File: src/include/inv_params.svh
// ----------------------------------------------------------
// field positions of the trimmed return packet and sizes of
// the icache valid array, included by package and RTL
// ----------------------------------------------------------
`ifndef INV_PARAMS_SVH
`define INV_PARAMS_SVH

// trimmed return packet
`define INV_PKT_WIDTH   81

// invalidation vector, two 32-bit words
`define INV_W0_LO       0
`define INV_W1_LO       32
// one cpu-pair group is 8 bits wide
`define INV_GRP_W       8
// odd core sits 4 bits above the even core
`define INV_ODD_OFS     4
// valid bit and way offset inside one core's nibble
`define INV_VLD_OFS     1
`define INV_WAY_OFS     2

// invalidate index, address bits 11:6
`define INV_IDX_LO      64
`define INV_IDX_HI      69
// load invalidate way and flags
`define INV_WAY_LO      70
`define INV_WAY_HI      71
`define INV_WYVLD       72
`define INV_PA5         73
`define INV_IINV        74
// thread id of the packet
`define INV_THR_LO      75
`define INV_THR_HI      76
// valid bit plus type, bit 80 is the valid
`define INV_OP_LO       77
`define INV_OP_HI       80

// icache geometry
// index bit 0 is address bit 5
`define IC_IDX_W        7
`define IC_WAYS         4
`define IFU_THREADS     4

`endif

File: src/logic/inv_pkg.sv
// ----------------------------------------------------------
// shared types of the invalidation control, referenced by
// scoped name from decode, write control and top level
// ----------------------------------------------------------
`include "inv_params.svh"

package inv_pkg;

   // ---------------------------------------------------------
   // return packet opcodes
   // ---------------------------------------------------------
   // msb is the packet valid, low three bits the type
   typedef enum logic [3:0] {
      op_idle      = 4'b0000,
      op_load      = 4'b1000,
      op_ifill     = 4'b1001,
      op_evict     = 4'b1011,
      op_store_ack = 4'b1100,
      op_strm_ack  = 4'b1110
   } cpx_op_e;

   // ---------------------------------------------------------
   // valid array addressing
   // ---------------------------------------------------------
   // line index, address bits 11:5
   typedef logic [`IC_IDX_W-1:0] ic_index_t;

   // way number
   typedef logic [$clog2(`IC_WAYS)-1:0] ic_way_t;

   // four groups of four ways
   // order w0 low, w1 low, w0 high, w1 high
   typedef logic [4*`IC_WAYS-1:0] icv_wren_t;

endpackage

File: src/logic/inv_pkt_decode.sv
// ----------------------------------------------------------
// decodes the fill queue return packet and pulls out this
// core's invalidation bits and ways; purely combinational
// ----------------------------------------------------------
`timescale 1ns/1ns
`include "inv_params.svh"

module inv_pkt_decode (
   input  logic [2:0]                const_cpuid,
   input  logic [`INV_PKT_WIDTH-1:0] ifqop,
   output inv_pkg::cpx_op_e          op,
   output logic                      ld_inv,
   output inv_pkg::ic_way_t          ld_way,
   output logic                      word0_inv,
   output logic                      word1_inv,
   output inv_pkg::ic_way_t          wd0_way,
   output inv_pkg::ic_way_t          wd1_way,
   output logic [5:0]                inv_index,
   output logic                      iinv,
   output logic                      pa5,
   output logic [1:0]                pkt_thr
);

   // raw opcode field
   logic [3:0] op_raw;
   // bit offset of this core inside one invalidation word
   logic [4:0] ofs;

   // ---------------------------------------------------------
   // packet type
   // ---------------------------------------------------------
   assign op_raw = ifqop[`INV_OP_HI:`INV_OP_LO];

   // no valid bit means no packet
   assign op = op_raw[3] ? inv_pkg::cpx_op_e'(op_raw) : inv_pkg::op_idle;

   // load carries an invalidation only with way-valid set
   assign ld_inv = (op == inv_pkg::op_load) & ifqop[`INV_WYVLD];
   assign ld_way = ifqop[`INV_WAY_HI:`INV_WAY_LO];

   // ---------------------------------------------------------
   // this core's slice of the invalidation vector
   // ---------------------------------------------------------
   // cpuid 2:1 picks the pair, 8 bits per pair
   // cpuid 0 picks even or odd, 4 bits apart
   assign ofs = {const_cpuid[2:1], const_cpuid[0], 2'b00};

   // word 0
   assign word0_inv = ifqop[`INV_W0_LO + `INV_VLD_OFS + ofs];
   assign wd0_way   = ifqop[`INV_W0_LO + `INV_WAY_OFS + ofs +: 2];

   // word 1, same layout 32 bits up
   assign word1_inv = ifqop[`INV_W1_LO + `INV_VLD_OFS + ofs];
   assign wd1_way   = ifqop[`INV_W1_LO + `INV_WAY_OFS + ofs +: 2];

   // ---------------------------------------------------------
   // remaining fields
   // ---------------------------------------------------------
   // line index, address 11:6
   assign inv_index = ifqop[`INV_IDX_HI:`INV_IDX_LO];

   // invalidate-all and its word select
   assign iinv = ifqop[`INV_IINV];
   assign pa5  = ifqop[`INV_PA5];

   // thread for the load index lookup
   assign pkt_thr = ifqop[`INV_THR_HI:`INV_THR_LO];

   // ---------------------------------------------------------
   // checks
   // ---------------------------------------------------------
   // the fill queue only sends known packet types when valid
   a_op_legal: assert final ($isunknown(op_raw) ||
                             op inside {inv_pkg::op_idle,
                                        inv_pkg::op_load,
                                        inv_pkg::op_ifill,
                                        inv_pkg::op_evict,
                                        inv_pkg::op_store_ack,
                                        inv_pkg::op_strm_ack})
      else $error("unknown return packet opcode %h", op_raw);

endmodule

File: src/logic/ld_index_table.sv
// ----------------------------------------------------------
// per-thread table of icache indexes of outstanding loads;
// written on the load strobe, read by the packet thread
// ----------------------------------------------------------
`timescale 1ns/1ns
`include "inv_params.svh"

module ld_index_table (
   input  logic                rclk,
   input  logic                rst_n,
   input  logic                ld_pkt_vld,
   input  logic [1:0]          ld_tid,
   input  inv_pkg::ic_index_t  ld_index,
   input  logic [1:0]          pkt_thr,
   output inv_pkg::ic_index_t  ld_inv_index
);

   // one index per thread
   inv_pkg::ic_index_t idx_q [`IFU_THREADS];

   // ---------------------------------------------------------
   // table write
   // ---------------------------------------------------------
   // new index visible the cycle after the strobe
   always_ff @(posedge rclk or negedge rst_n) begin
      if (!rst_n) begin
         for (int t = 0; t < `IFU_THREADS; t++) begin
            idx_q[t] <= '0;
         end
      end else if (ld_pkt_vld) begin
         idx_q[ld_tid] <= ld_index;
      end
   end

   // ---------------------------------------------------------
   // table read
   // ---------------------------------------------------------
   // thread comes from the return packet
   assign ld_inv_index = idx_q[pkt_thr];

   // ---------------------------------------------------------
   // checks
   // ---------------------------------------------------------
   // lsu must give a clean thread id with the strobe
   a_tid_known: assert property (
      @(posedge rclk) disable iff (!rst_n)
      ld_pkt_vld |-> !$isunknown(ld_tid))
      else $error("load strobe with unknown thread id");

endmodule

File: src/logic/icv_write_ctl.sv
// ----------------------------------------------------------
// builds the valid array write index, enables and the
// invalidation request; holds ways, enables and request
// while the fill queue is stalled
// ----------------------------------------------------------
`timescale 1ns/1ns
`include "inv_params.svh"

module icv_write_ctl (
   input  logic               rclk,
   input  logic               rst_n,
   input  logic               ifqadv,
   input  logic               asireq,
   input  inv_pkg::ic_way_t   wrway,
   input  inv_pkg::ic_index_t fill_index,
   input  inv_pkg::cpx_op_e   op,
   input  logic               ld_inv,
   input  inv_pkg::ic_way_t   ld_way,
   input  logic               word0_inv,
   input  logic               word1_inv,
   input  inv_pkg::ic_way_t   wd0_way,
   input  inv_pkg::ic_way_t   wd1_way,
   input  logic [5:0]         inv_index,
   input  logic               iinv,
   input  logic               pa5,
   input  inv_pkg::ic_index_t ld_inv_index,
   output inv_pkg::ic_index_t icv_wrindex,
   output inv_pkg::icv_wren_t icv_wren,
   output logic               invreq,
   output logic               inv_pending
);

   logic                  wrreq;
   logic                  inv_pkt;
   logic                  pick_wr;
   logic                  invall;
   logic                  invalidate;
   inv_pkg::ic_way_t      w0_way;
   inv_pkg::ic_way_t      w1_way;
   inv_pkg::ic_way_t      w0_way_q;
   inv_pkg::ic_way_t      w1_way_q;
   logic [`IC_WAYS-1:0]   w0_dec;
   logic [`IC_WAYS-1:0]   w1_dec;
   // word enables, same order as the wren groups
   logic [3:0]            wrt_en;
   logic [3:0]            wrt_en_bf;
   logic [3:0]            wrt_en_q;
   logic                  inv_q;

   // ---------------------------------------------------------
   // request type
   // ---------------------------------------------------------
   // fill or asi write
   assign wrreq = (op == inv_pkg::op_ifill) | asireq;

   // packets carrying an invalidation vector
   assign inv_pkt = (op == inv_pkg::op_store_ack) |
                    (op == inv_pkg::op_strm_ack) |
                    (op == inv_pkg::op_evict);

   // clear all ways, only on an accepted store ack
   assign invall = (op == inv_pkg::op_store_ack) & iinv & ifqadv;

   // ---------------------------------------------------------
   // way selection
   // ---------------------------------------------------------
   assign pick_wr = wrreq & ifqadv;

   // stall repeats the held ways
   assign w0_way = pick_wr ? wrway :
                   !ifqadv ? w0_way_q :
                   ld_inv  ? ld_way : wd0_way;
   assign w1_way = pick_wr ? wrway :
                   !ifqadv ? w1_way_q :
                   ld_inv  ? ld_way : wd1_way;

   // one-hot way
   assign w0_dec = `IC_WAYS'(1) << w0_way;
   assign w1_dec = `IC_WAYS'(1) << w1_way;

   // ---------------------------------------------------------
   // word enables
   // ---------------------------------------------------------
   // invalidates pick the half by address 6
   // loads and fills pick one quarter by address 6:5
   assign wrt_en[0] = word0_inv & inv_pkt & ~inv_index[0] |
                      ld_inv & (ld_inv_index[1:0] == 2'd0) |
                      wrreq & (fill_index[1:0] == 2'd0);
   assign wrt_en[1] = word1_inv & inv_pkt & ~inv_index[0] |
                      ld_inv & (ld_inv_index[1:0] == 2'd1) |
                      wrreq & (fill_index[1:0] == 2'd1);
   assign wrt_en[2] = word0_inv & inv_pkt & inv_index[0] |
                      ld_inv & (ld_inv_index[1:0] == 2'd2) |
                      wrreq & (fill_index[1:0] == 2'd2);
   assign wrt_en[3] = word1_inv & inv_pkt & inv_index[0] |
                      ld_inv & (ld_inv_index[1:0] == 2'd3) |
                      wrreq & (fill_index[1:0] == 2'd3);

   // stall repeats the last accepted enables
   assign wrt_en_bf = ifqadv ? wrt_en : wrt_en_q;

   // ---------------------------------------------------------
   // final write enables
   // ---------------------------------------------------------
   // odd groups are word 1, upper two groups are address 6 high
   always_comb begin
      for (int g = 0; g < 4; g++) begin
         icv_wren[`IC_WAYS*g +: `IC_WAYS] =
            ((g[0] ? w1_dec : w0_dec) & {`IC_WAYS{wrt_en_bf[g]}}) |
            {`IC_WAYS{invall & (pa5 == g[0]) & (inv_index[0] == g[1])}};
      end
   end

   // ---------------------------------------------------------
   // index selection
   // ---------------------------------------------------------
   // invalidates address a 64B line, so address 5 is zero
   assign icv_wrindex = (wrreq | !ifqadv) ? fill_index :
                        ld_inv            ? ld_inv_index :
                                            {inv_index, 1'b0};

   // ---------------------------------------------------------
   // invalidation request
   // ---------------------------------------------------------
   assign invalidate = inv_pkt & (word0_inv | word1_inv | iinv) | ld_inv;

   assign inv_pending = invalidate;
   assign invreq      = ifqadv ? invalidate : inv_q;

   // ---------------------------------------------------------
   // hold registers
   // ---------------------------------------------------------
   always_ff @(posedge rclk or negedge rst_n) begin
      if (!rst_n) begin
         w0_way_q <= '0;
         w1_way_q <= '0;
         wrt_en_q <= '0;
         inv_q    <= 1'b0;
      end else begin
         w0_way_q <= w0_way;
         w1_way_q <= w1_way;
         wrt_en_q <= wrt_en_bf;
         inv_q    <= invreq;
      end
   end

   // ---------------------------------------------------------
   // checks
   // ---------------------------------------------------------
   // stalled queue right out of reset writes nothing
   a_quiet_after_rst: assert property (
      @(posedge rclk) $rose(rst_n) && !ifqadv |-> icv_wren == '0 && !invreq)
      else $error("valid array write right after reset");

endmodule

File: src/logic/ifu_inv_ctl.sv
// ----------------------------------------------------------
// icache valid array invalidation control, top level;
// connects packet decode, load index table and write control
// ----------------------------------------------------------
`timescale 1ns/1ns
`include "inv_params.svh"

module ifu_inv_ctl (
   input  logic                      rclk,
   input  logic                      rst_n,
   input  logic [2:0]                const_cpuid,
   input  logic [`INV_PKT_WIDTH-1:0] ifqop,
   input  logic                      ifqadv,
   input  logic                      asireq,
   input  inv_pkg::ic_way_t          wrway,
   input  inv_pkg::ic_index_t        fill_index,
   input  logic                      ld_pkt_vld,
   input  logic [1:0]                ld_tid,
   input  inv_pkg::ic_index_t        ld_index,
   output inv_pkg::ic_index_t        icv_wrindex,
   output inv_pkg::icv_wren_t        icv_wren,
   output logic                      invreq,
   output logic                      inv_pending
);

   // decode results
   inv_pkg::cpx_op_e   op;
   logic               ld_inv;
   inv_pkg::ic_way_t   ld_way;
   logic               word0_inv;
   logic               word1_inv;
   inv_pkg::ic_way_t   wd0_way;
   inv_pkg::ic_way_t   wd1_way;
   logic [5:0]         inv_index;
   logic               iinv;
   logic               pa5;
   logic [1:0]         pkt_thr;
   // index of the load being returned
   inv_pkg::ic_index_t ld_inv_index;

   // ---------------------------------------------------------
   // packet decode
   // ---------------------------------------------------------
   inv_pkt_decode u_decode (
      .const_cpuid (const_cpuid),
      .ifqop       (ifqop),
      .op          (op),
      .ld_inv      (ld_inv),
      .ld_way      (ld_way),
      .word0_inv   (word0_inv),
      .word1_inv   (word1_inv),
      .wd0_way     (wd0_way),
      .wd1_way     (wd1_way),
      .inv_index   (inv_index),
      .iinv        (iinv),
      .pa5         (pa5),
      .pkt_thr     (pkt_thr)
   );

   // ---------------------------------------------------------
   // load index table
   // ---------------------------------------------------------
   ld_index_table u_ld_table (
      .rclk         (rclk),
      .rst_n        (rst_n),
      .ld_pkt_vld   (ld_pkt_vld),
      .ld_tid       (ld_tid),
      .ld_index     (ld_index),
      .pkt_thr      (pkt_thr),
      .ld_inv_index (ld_inv_index)
   );

   // ---------------------------------------------------------
   // write control
   // ---------------------------------------------------------
   icv_write_ctl u_write (
      .rclk         (rclk),
      .rst_n        (rst_n),
      .ifqadv       (ifqadv),
      .asireq       (asireq),
      .wrway        (wrway),
      .fill_index   (fill_index),
      .op           (op),
      .ld_inv       (ld_inv),
      .ld_way       (ld_way),
      .word0_inv    (word0_inv),
      .word1_inv    (word1_inv),
      .wd0_way      (wd0_way),
      .wd1_way      (wd1_way),
      .inv_index    (inv_index),
      .iinv         (iinv),
      .pa5          (pa5),
      .ld_inv_index (ld_inv_index),
      .icv_wrindex  (icv_wrindex),
      .icv_wren     (icv_wren),
      .invreq       (invreq),
      .inv_pending  (inv_pending)
   );

endmodule

File: config.mk
export PLATFORM = sky130hd
export DESIGN_NAME = ifu_inv_ctl
export DESIGN_NICKNAME = d
export VERILOG_FILES = /design/src/logic/inv_pkg.sv /design/src/logic/inv_pkt_decode.sv /design/src/logic/ld_index_table.sv /design/src/logic/icv_write_ctl.sv /design/src/logic/ifu_inv_ctl.sv
export VERILOG_INCLUDE_DIRS = /design/src /design/src/include
export SDC_FILE = /design/constraint.sdc
export NUM_CORES = 1
export LEC_CHECK = 0
export BUFFER_PORTS_ARGS = -buffer_cell sky130_fd_sc_hd__buf_2
export CAP_MARGIN = 20
export CORE_MARGIN = 3
export CORE_UTILIZATION = 46
export DETAILED_ROUTE_END_ITERATION = 10
export HOLD_SLACK_MARGIN = 0.06
export PLACE_DENSITY_LB_ADDON = 0.08
export SYNTH_ARGS = -nofsm -noshare
export SYNTH_HDL_FRONTEND = slang
export SYNTH_SLANG_ARGS = --single-unit
File: constraint.sdc
create_clock -name rclk -period 3.34 [get_ports rclk]
set_clock_uncertainty 0.15 [all_clocks]
set_input_delay 0.501 -clock rclk [delete_from_list [all_inputs] [get_ports rclk]]
set_output_delay 0.501 -clock rclk [all_outputs]
set_load 0.01 [all_outputs]
== Word-level counts from Yosys, hierarchy flattened ==
Index checks and enable logic that the tools add are counted.

* Logic and storage cells: 109
* Flip-flop bits (word level): 37

* Add/sub/neg operators: 4
* Shift operators: 4
* Bitwise operators: 52
* Mux-type cells: 21
* $lt $le $gt $ge: 5
* Reduce and logical (&&, ||, !) cells: 4
* Equal/unequal tests: 11

{| class="wikitable"
|+ Operator list
! operator !! number
|-
| $shiftx A81 B33 Y2 || 2
|-
| $lt A32 B8 Y1 const B || 2
|-
| $mux W7 || 5
|-
| $bwmux W28 || 1
|-
| $and A1 B1 Y1 || 25
|-
| $eq A4 B4 Y1 const B || 5
|-
| $and A4 B4 Y4 || 4
|-
| $or A4 B4 Y4 || 4
|-
| $or A1 B1 Y1 || 15
|-
| $add A6 B5 Y7 const A || 2
|-
| $bmux W1 S7 || 2
|-
| $bmux W7 S2 || 1
|-
| $demux W7 S2 || 1
|-
| $mux W2 || 6
|-
| $eq A2 B2 Y1 const B || 4
|-
| $mux W4 || 2
|-
| $shl A1 B2 Y4 const A || 2
|-
| $add A1 B5 Y6 const A || 1
|-
| $add A2 B5 Y6 const A || 1
|-
| $ge A3 B3 Y1 const B || 2
|-
| $not A2 Y3 || 2
|-
| $eq A2 B1 Y1 const B || 2
|-
| $logic_not A2 Y1 || 2
|-
| $lt A3 B1 Y1 const B || 1
|-
| 4 further kinds || 7
|}

== Logic depth before layout (Yosys ltp) ==
* Depth in word-level cells: 11
* Gate-level depth with buffers: 6
* Mapped depth without buffers: 6

== By module ==
A second synthesis with hierarchy kept.

* Cells, all modules: 234
* Area, all modules: 2,831.5 µm²

{| class="wikitable"
|+ Modules (own cells, without submodules)
! module !! area an instance (µm²) !! instances !! cells an instance
|-
| ld_index_table || 1,233.7 || 1 || 69
|-
| icv_write_ctl || 1,066.0 || 1 || 126
|-
| inv_pkt_decode || 531.8 || 1 || 39
|}

== Least setup slack after synthesis ==
No wires, ideal clock.

* Kind: input to output
* Start point: input const_cpuid[0]
* End point: output icv_wren[4]
* Buffers on the path: 1
* Path slack: 0.419 ns
* Data required time: 2.689 ns
* Stages: 6
* Data arrival time: 2.270 ns
* Cell sequence: clkbuf_1 > mux4_2 > mux2_2 > a32o_1 > a22oi_1 > o31ai_1

* Cells in the longest elaborated chain, start to end: 10

{| class="wikitable"
|+ RTL lines
! item !! RTL line !! RTL
|-
| start: declaration || ifu_inv_ctl.sv:11 || <nowiki>input logic [2:0] const_cpuid,</nowiki>
|-
| $add A6 B5 Y7 (no source line) || - ||
|-
| $bmux W1 S7 || inv_pkt_decode.sv:53 || <nowiki>assign word1_inv = ifqop[`INV_W1_LO + `INV_VLD_OFS + ofs];</nowiki>
|-
| $mux W1 || inv_pkt_decode.sv:53 ||
|-
| $and A1 B1 Y1 (2 in series) || icv_write_ctl.sv:89 || <nowiki>assign wrt_en[1] = word1_inv & inv_pkt & ~inv_index[0] |</nowiki>
|-
| $or A1 B1 Y1 || icv_write_ctl.sv:89 ||
|-
| $or A1 B1 Y1 || icv_write_ctl.sv:90 || <nowiki>ld_inv & (ld_inv_index[1:0] == 2'd1) |</nowiki>
|-
| $mux W4 || icv_write_ctl.sv:100 || <nowiki>assign wrt_en_bf = ifqadv ? wrt_en : wrt_en_q;</nowiki>
|-
| $and A4 B4 Y4 (*) || icv_write_ctl.sv:109 || <nowiki>((g[0] ? w1_dec : w0_dec) & {`IC_WAYS{wrt_en_bf[g]}}) |</nowiki>
|-
| $or A4 B4 Y4 (*) || icv_write_ctl.sv:109 ||
|-
| end: declaration || ifu_inv_ctl.sv:21 || <nowiki>output inv_pkg::icv_wren_t icv_wren,</nowiki>
|}

Every way passes the cells marked *; elsewhere a longest branch is shown, timed or not. The select of a mux whose other input is x is not followed.

== Worst setup path in the final report ==
* Start point: input ifqop[75]
* End point: output icv_wren[8]

* Cells in the longest elaborated chain, start to end: 11

{| class="wikitable"
|+ RTL lines
! item !! RTL line !! RTL
|-
| start: declaration || ifu_inv_ctl.sv:12 || <nowiki>input logic [`INV_PKT_WIDTH-1:0] ifqop,</nowiki>
|-
| branches (longest 9 deep; another with $bmux W1 S7) || - ||
|-
| $and A4 B4 Y4 (*) || icv_write_ctl.sv:109 ||
|-
| $or A4 B4 Y4 (*) || icv_write_ctl.sv:109 ||
|}

Mark *: on every way between the ends. The select of a mux whose other input is x is not followed.

==> flow_summary_export.csv <==
group,metric,value,unit
run_status,status,"completed",
pwr,swShare,27.9,%
timing,tns,0,ns
cells_and_area,area_growth,31.5,%
place,port_buffers,115,
pwr,power-per-cell-area,397,mW/mm^2
place,place_congestion,0.820,
route,num_vias,2297,
setup_path,crit_fanout,5,
yosys,yosysSeqAreaShare,36.8,%
clock_network,post_cts_buffers,0,
setup_path,worstPathArrival,2.55,ns
clock_network,numCtsBuffers,5,
die,start_util,48.3,%
setup_path,crit_chain,"buf_2 -> mux4_2 -> or3_1 -> o221ai_1 -> o22ai_2 -> o31ai_1 -> buf_2",
cells_and_area,fin_cells,415,
cells_and_area,nFillCells,461,
route,post_drt_via_cell_ratio,5.53,
yosys,synth-edff-count,0,
pwr,seq_power_share,42.3,%
clock_network,htree_levels,2,
cells_and_area,drive_gt1_share,54.5,%
place,place_hpwl,5300,um
route,drtIter0Drc,148,
setup_path,cp_slowest_cell,"mux4_2",
cells_and_area,multi_input_area,0.00149,sq mm
clock_network,cts_resized,0,
min_path,hp-class,"in2async",
timing,hold_violations,0,
setup_path,critPathRequiredTime,2.69,ns
clock_network,cts_hold_buffers,0,
place,dp.cells,407,
timing,setup_viol,0,
pwr,clkPwrFrac,29.5,%
yosys,yosysMostFrequentCell,"mux2_2",
pwr,power.leakage,1.57,nW
yosys,synth_top_area_share,36.8,%
die,die_height,79.9,um
timing,fin_crit_sh,95.9,%
setup_path,start_kind,"primary input",
yosys,synth-seq-cells,37,
setup_path,crit_top_cell,"buf_2",
timing,rsz0062_at_grt,"no",
setup_path,worstSetupPathType,"in2out",
yosys,ys_types,37,
die,coreArea,0.00520,sq mm
global_route,grt_use_total,21.6,%
yosys,synth_cells,223,
route,ant_nets,0,
route,drt_pass1_iterations,4,
place,placed_area,0.00320,sq mm
clock_network,worst_skew_pair.late_latency,0.29,ns
die,die_w,79.9,um
die,row_count,26,
timing,fin_hold_ws,0.153,ns
die,die_area,0.00639,sq mm
timing,fin_crit,3.20,ns
clock_network,clockRootBuffer,"clkbuf_8",
cells_and_area,final_area,0.00331,sq mm
pwr,internal_power,0.948,mW
setup_path,slowest_delay,0.58,ns
pwr,combPwrFrac,28.2,%
clock_network,cts_tree,"yes",
timing,tightest_slew,0.854,ns
clock_network,cts.sinks,37,
clock_network,clkSlewWorstSetupHoldPaths,0.07,ns
flow_run,drv_cap,0,
yosys,ys_top_cells_by_count,"mux2_2, dfrtp_1, o31ai_1, inv_1, nor2_1",
global_route,grt_pass1_wl,10500,um
cells_and_area,n_antenna_cell,0,
yosys,syn_nets,330,
route,drc,0,
yosys,ys_warn_count,0,
yosys,synth.avg_cell_area,11.3,sq um
yosys,synth_area_leaders,"dfrtp_1, mux2_2, mux4_1",
yosys,synth.largest_area_cell,"dfrtp_1",
timing,fmax,0.312,GHz
timing,relSlewSlack,43.1,%
cells_and_area,nets,451,
global_route,antenna_found_initial,0,
route,totalWireLength,6930,um
pwr,peakVddDrop,0.000288,V
pwr,switchingPower,0.366,mW
global_route,grt_overflow,0,
route,wl_per_cell,16.7,um
timing,slew_viol_final,0,
die,pin_count,132,
clock_network,clk_path_buf_depth,2,
yosys,syn_area,0.00251,sq mm
pwr,total_power,1.31,mW
global_route,grt_pass1_vias,2160,
setup_path,critPathCaptureType,"output port",
cells_and_area,register_area,926,sq um
yosys,synth-main-ff-cell,"dfrtp_1",
global_route,grt_max_degree,38,
yosys,synthArstFlopShare,100,%
## through the flow
stage / util [%] / setup slack (ns)
floorplan: - / 0.419
global placement: 61.4 / 0.157
detailed placement: 61.4 / 0.151
CTS: 63.5 / 0.120
global route: 63.5 / 0.0126
finish: 63.5 / 0.136
## path summary, 6_finish.rpt
kind                                                  start  cells past startpoint  slack, ns                          endpoint
hold reg to reg            u_ld_table.idx_q[26]$_DFFE_PN0P_                      1       0.35  u_ld_table.idx_q[26]$_DFFE_PN0P_
hold / removal                                        rst_n                      1       0.15           u_write.inv_q$_DFF_PN0_
setup / recovery                                  ifqop[75]                      7       0.14                       icv_wren[8]
setup reg to reg            u_ld_table.idx_q[0]$_DFFE_PN0P_                      5       1.29     u_write.wrt_en_q[2]$_DFF_PN0_
max in group asynchronous                             rst_n                      1       2.34   u_ld_table.idx_q[6]$_DFFE_PN0P_
min in group rclk                               ld_index[2]                      2       0.33   u_ld_table.idx_q[2]$_DFFE_PN0P_
## flip-flops by register name, summed over array words and instances, names as in the netlist
name and flops:
u_write.inv_q 1, u_write.w0_way_q 2, u_write.w1_way_q 2, u_ld_table.idx_q 28
u_write.wrt_en_q 4
## final cells by class
type	instances	share of cell area, %
Clock inverter	2	1.17
Clock buffer	6	2.19
Tap cell	70	2.65
Timing Repair Buffer	123	19.2
Multi-Input combinational cell	163	45.2
Sequential cell	37	28.0
Inverter	14	1.59
## worst max-delay path: cells and delay by family
| kind | cells | cell delay, ns |
|---|---|---|
| AO/OA/AOI/OAI | 3 | 0.69 |
| multiplexers | 1 | 0.58 |
| AND/OR/NAND/NOR | 1 | 0.43 |
| buffers and inverters | 2 | 0.36 |
## power by group through the flow
stage               Combinational, mW  Sequential [mW]  Clock (mW)
floorplan                       0.234            0.552           0
finish                          0.370            0.556       0.388
detailed placement              0.370            0.564           0
CTS                             0.372            0.555       0.400
global placement                0.364            0.560           0
global route                    0.409            0.562       0.418
## cells by family after synthesis
kind of cell | after synthesis | share of synthesized area, %
buffers and inverters | 23 | 3.78
AO/OA/AOI/OAI | 54 | 15.6
AND/OR/NAND/NOR | 47 | 10.5
flip-flops | 37 | 36.8
multiplexers | 62 | 33.3
## cell usage in the layout, fill, tap and decap left out, types with 2 or more instances in the layout
master	instances
mux2i_1	5
nand2_1	5
o311a_1	2
buf_4	8
nand2b_1	5
a21oi_1	7
o32a_1	4
and3_1	3
o22ai_1	9
clkbuf_8	5
o21ai_0	6
o22ai_2	2
nand3b_1	3
nor3_1	2
mux2_2	46
o31ai_1	17
o221ai_1	3
buf_2	115
mux4_1	6
nor2_1	14
nor3b_1	2
nand3_1	4
or2_2	2
dfrtp_1	37
inv_1	14
mux4_2	5
## routing by layer
layer / vias up / global-route usage (%) / part of all wire, %
met5: - / 0 / 0
met4: 0 / 7.77 / 1.2
met3: 8 / 4.74 / 8.2
met2: 97 / 35.9 / 48
met1: 1077 / 27.6 / 43
li1: 1115 / - / -
No activity file was read; power rests on OpenSTA's default activity.
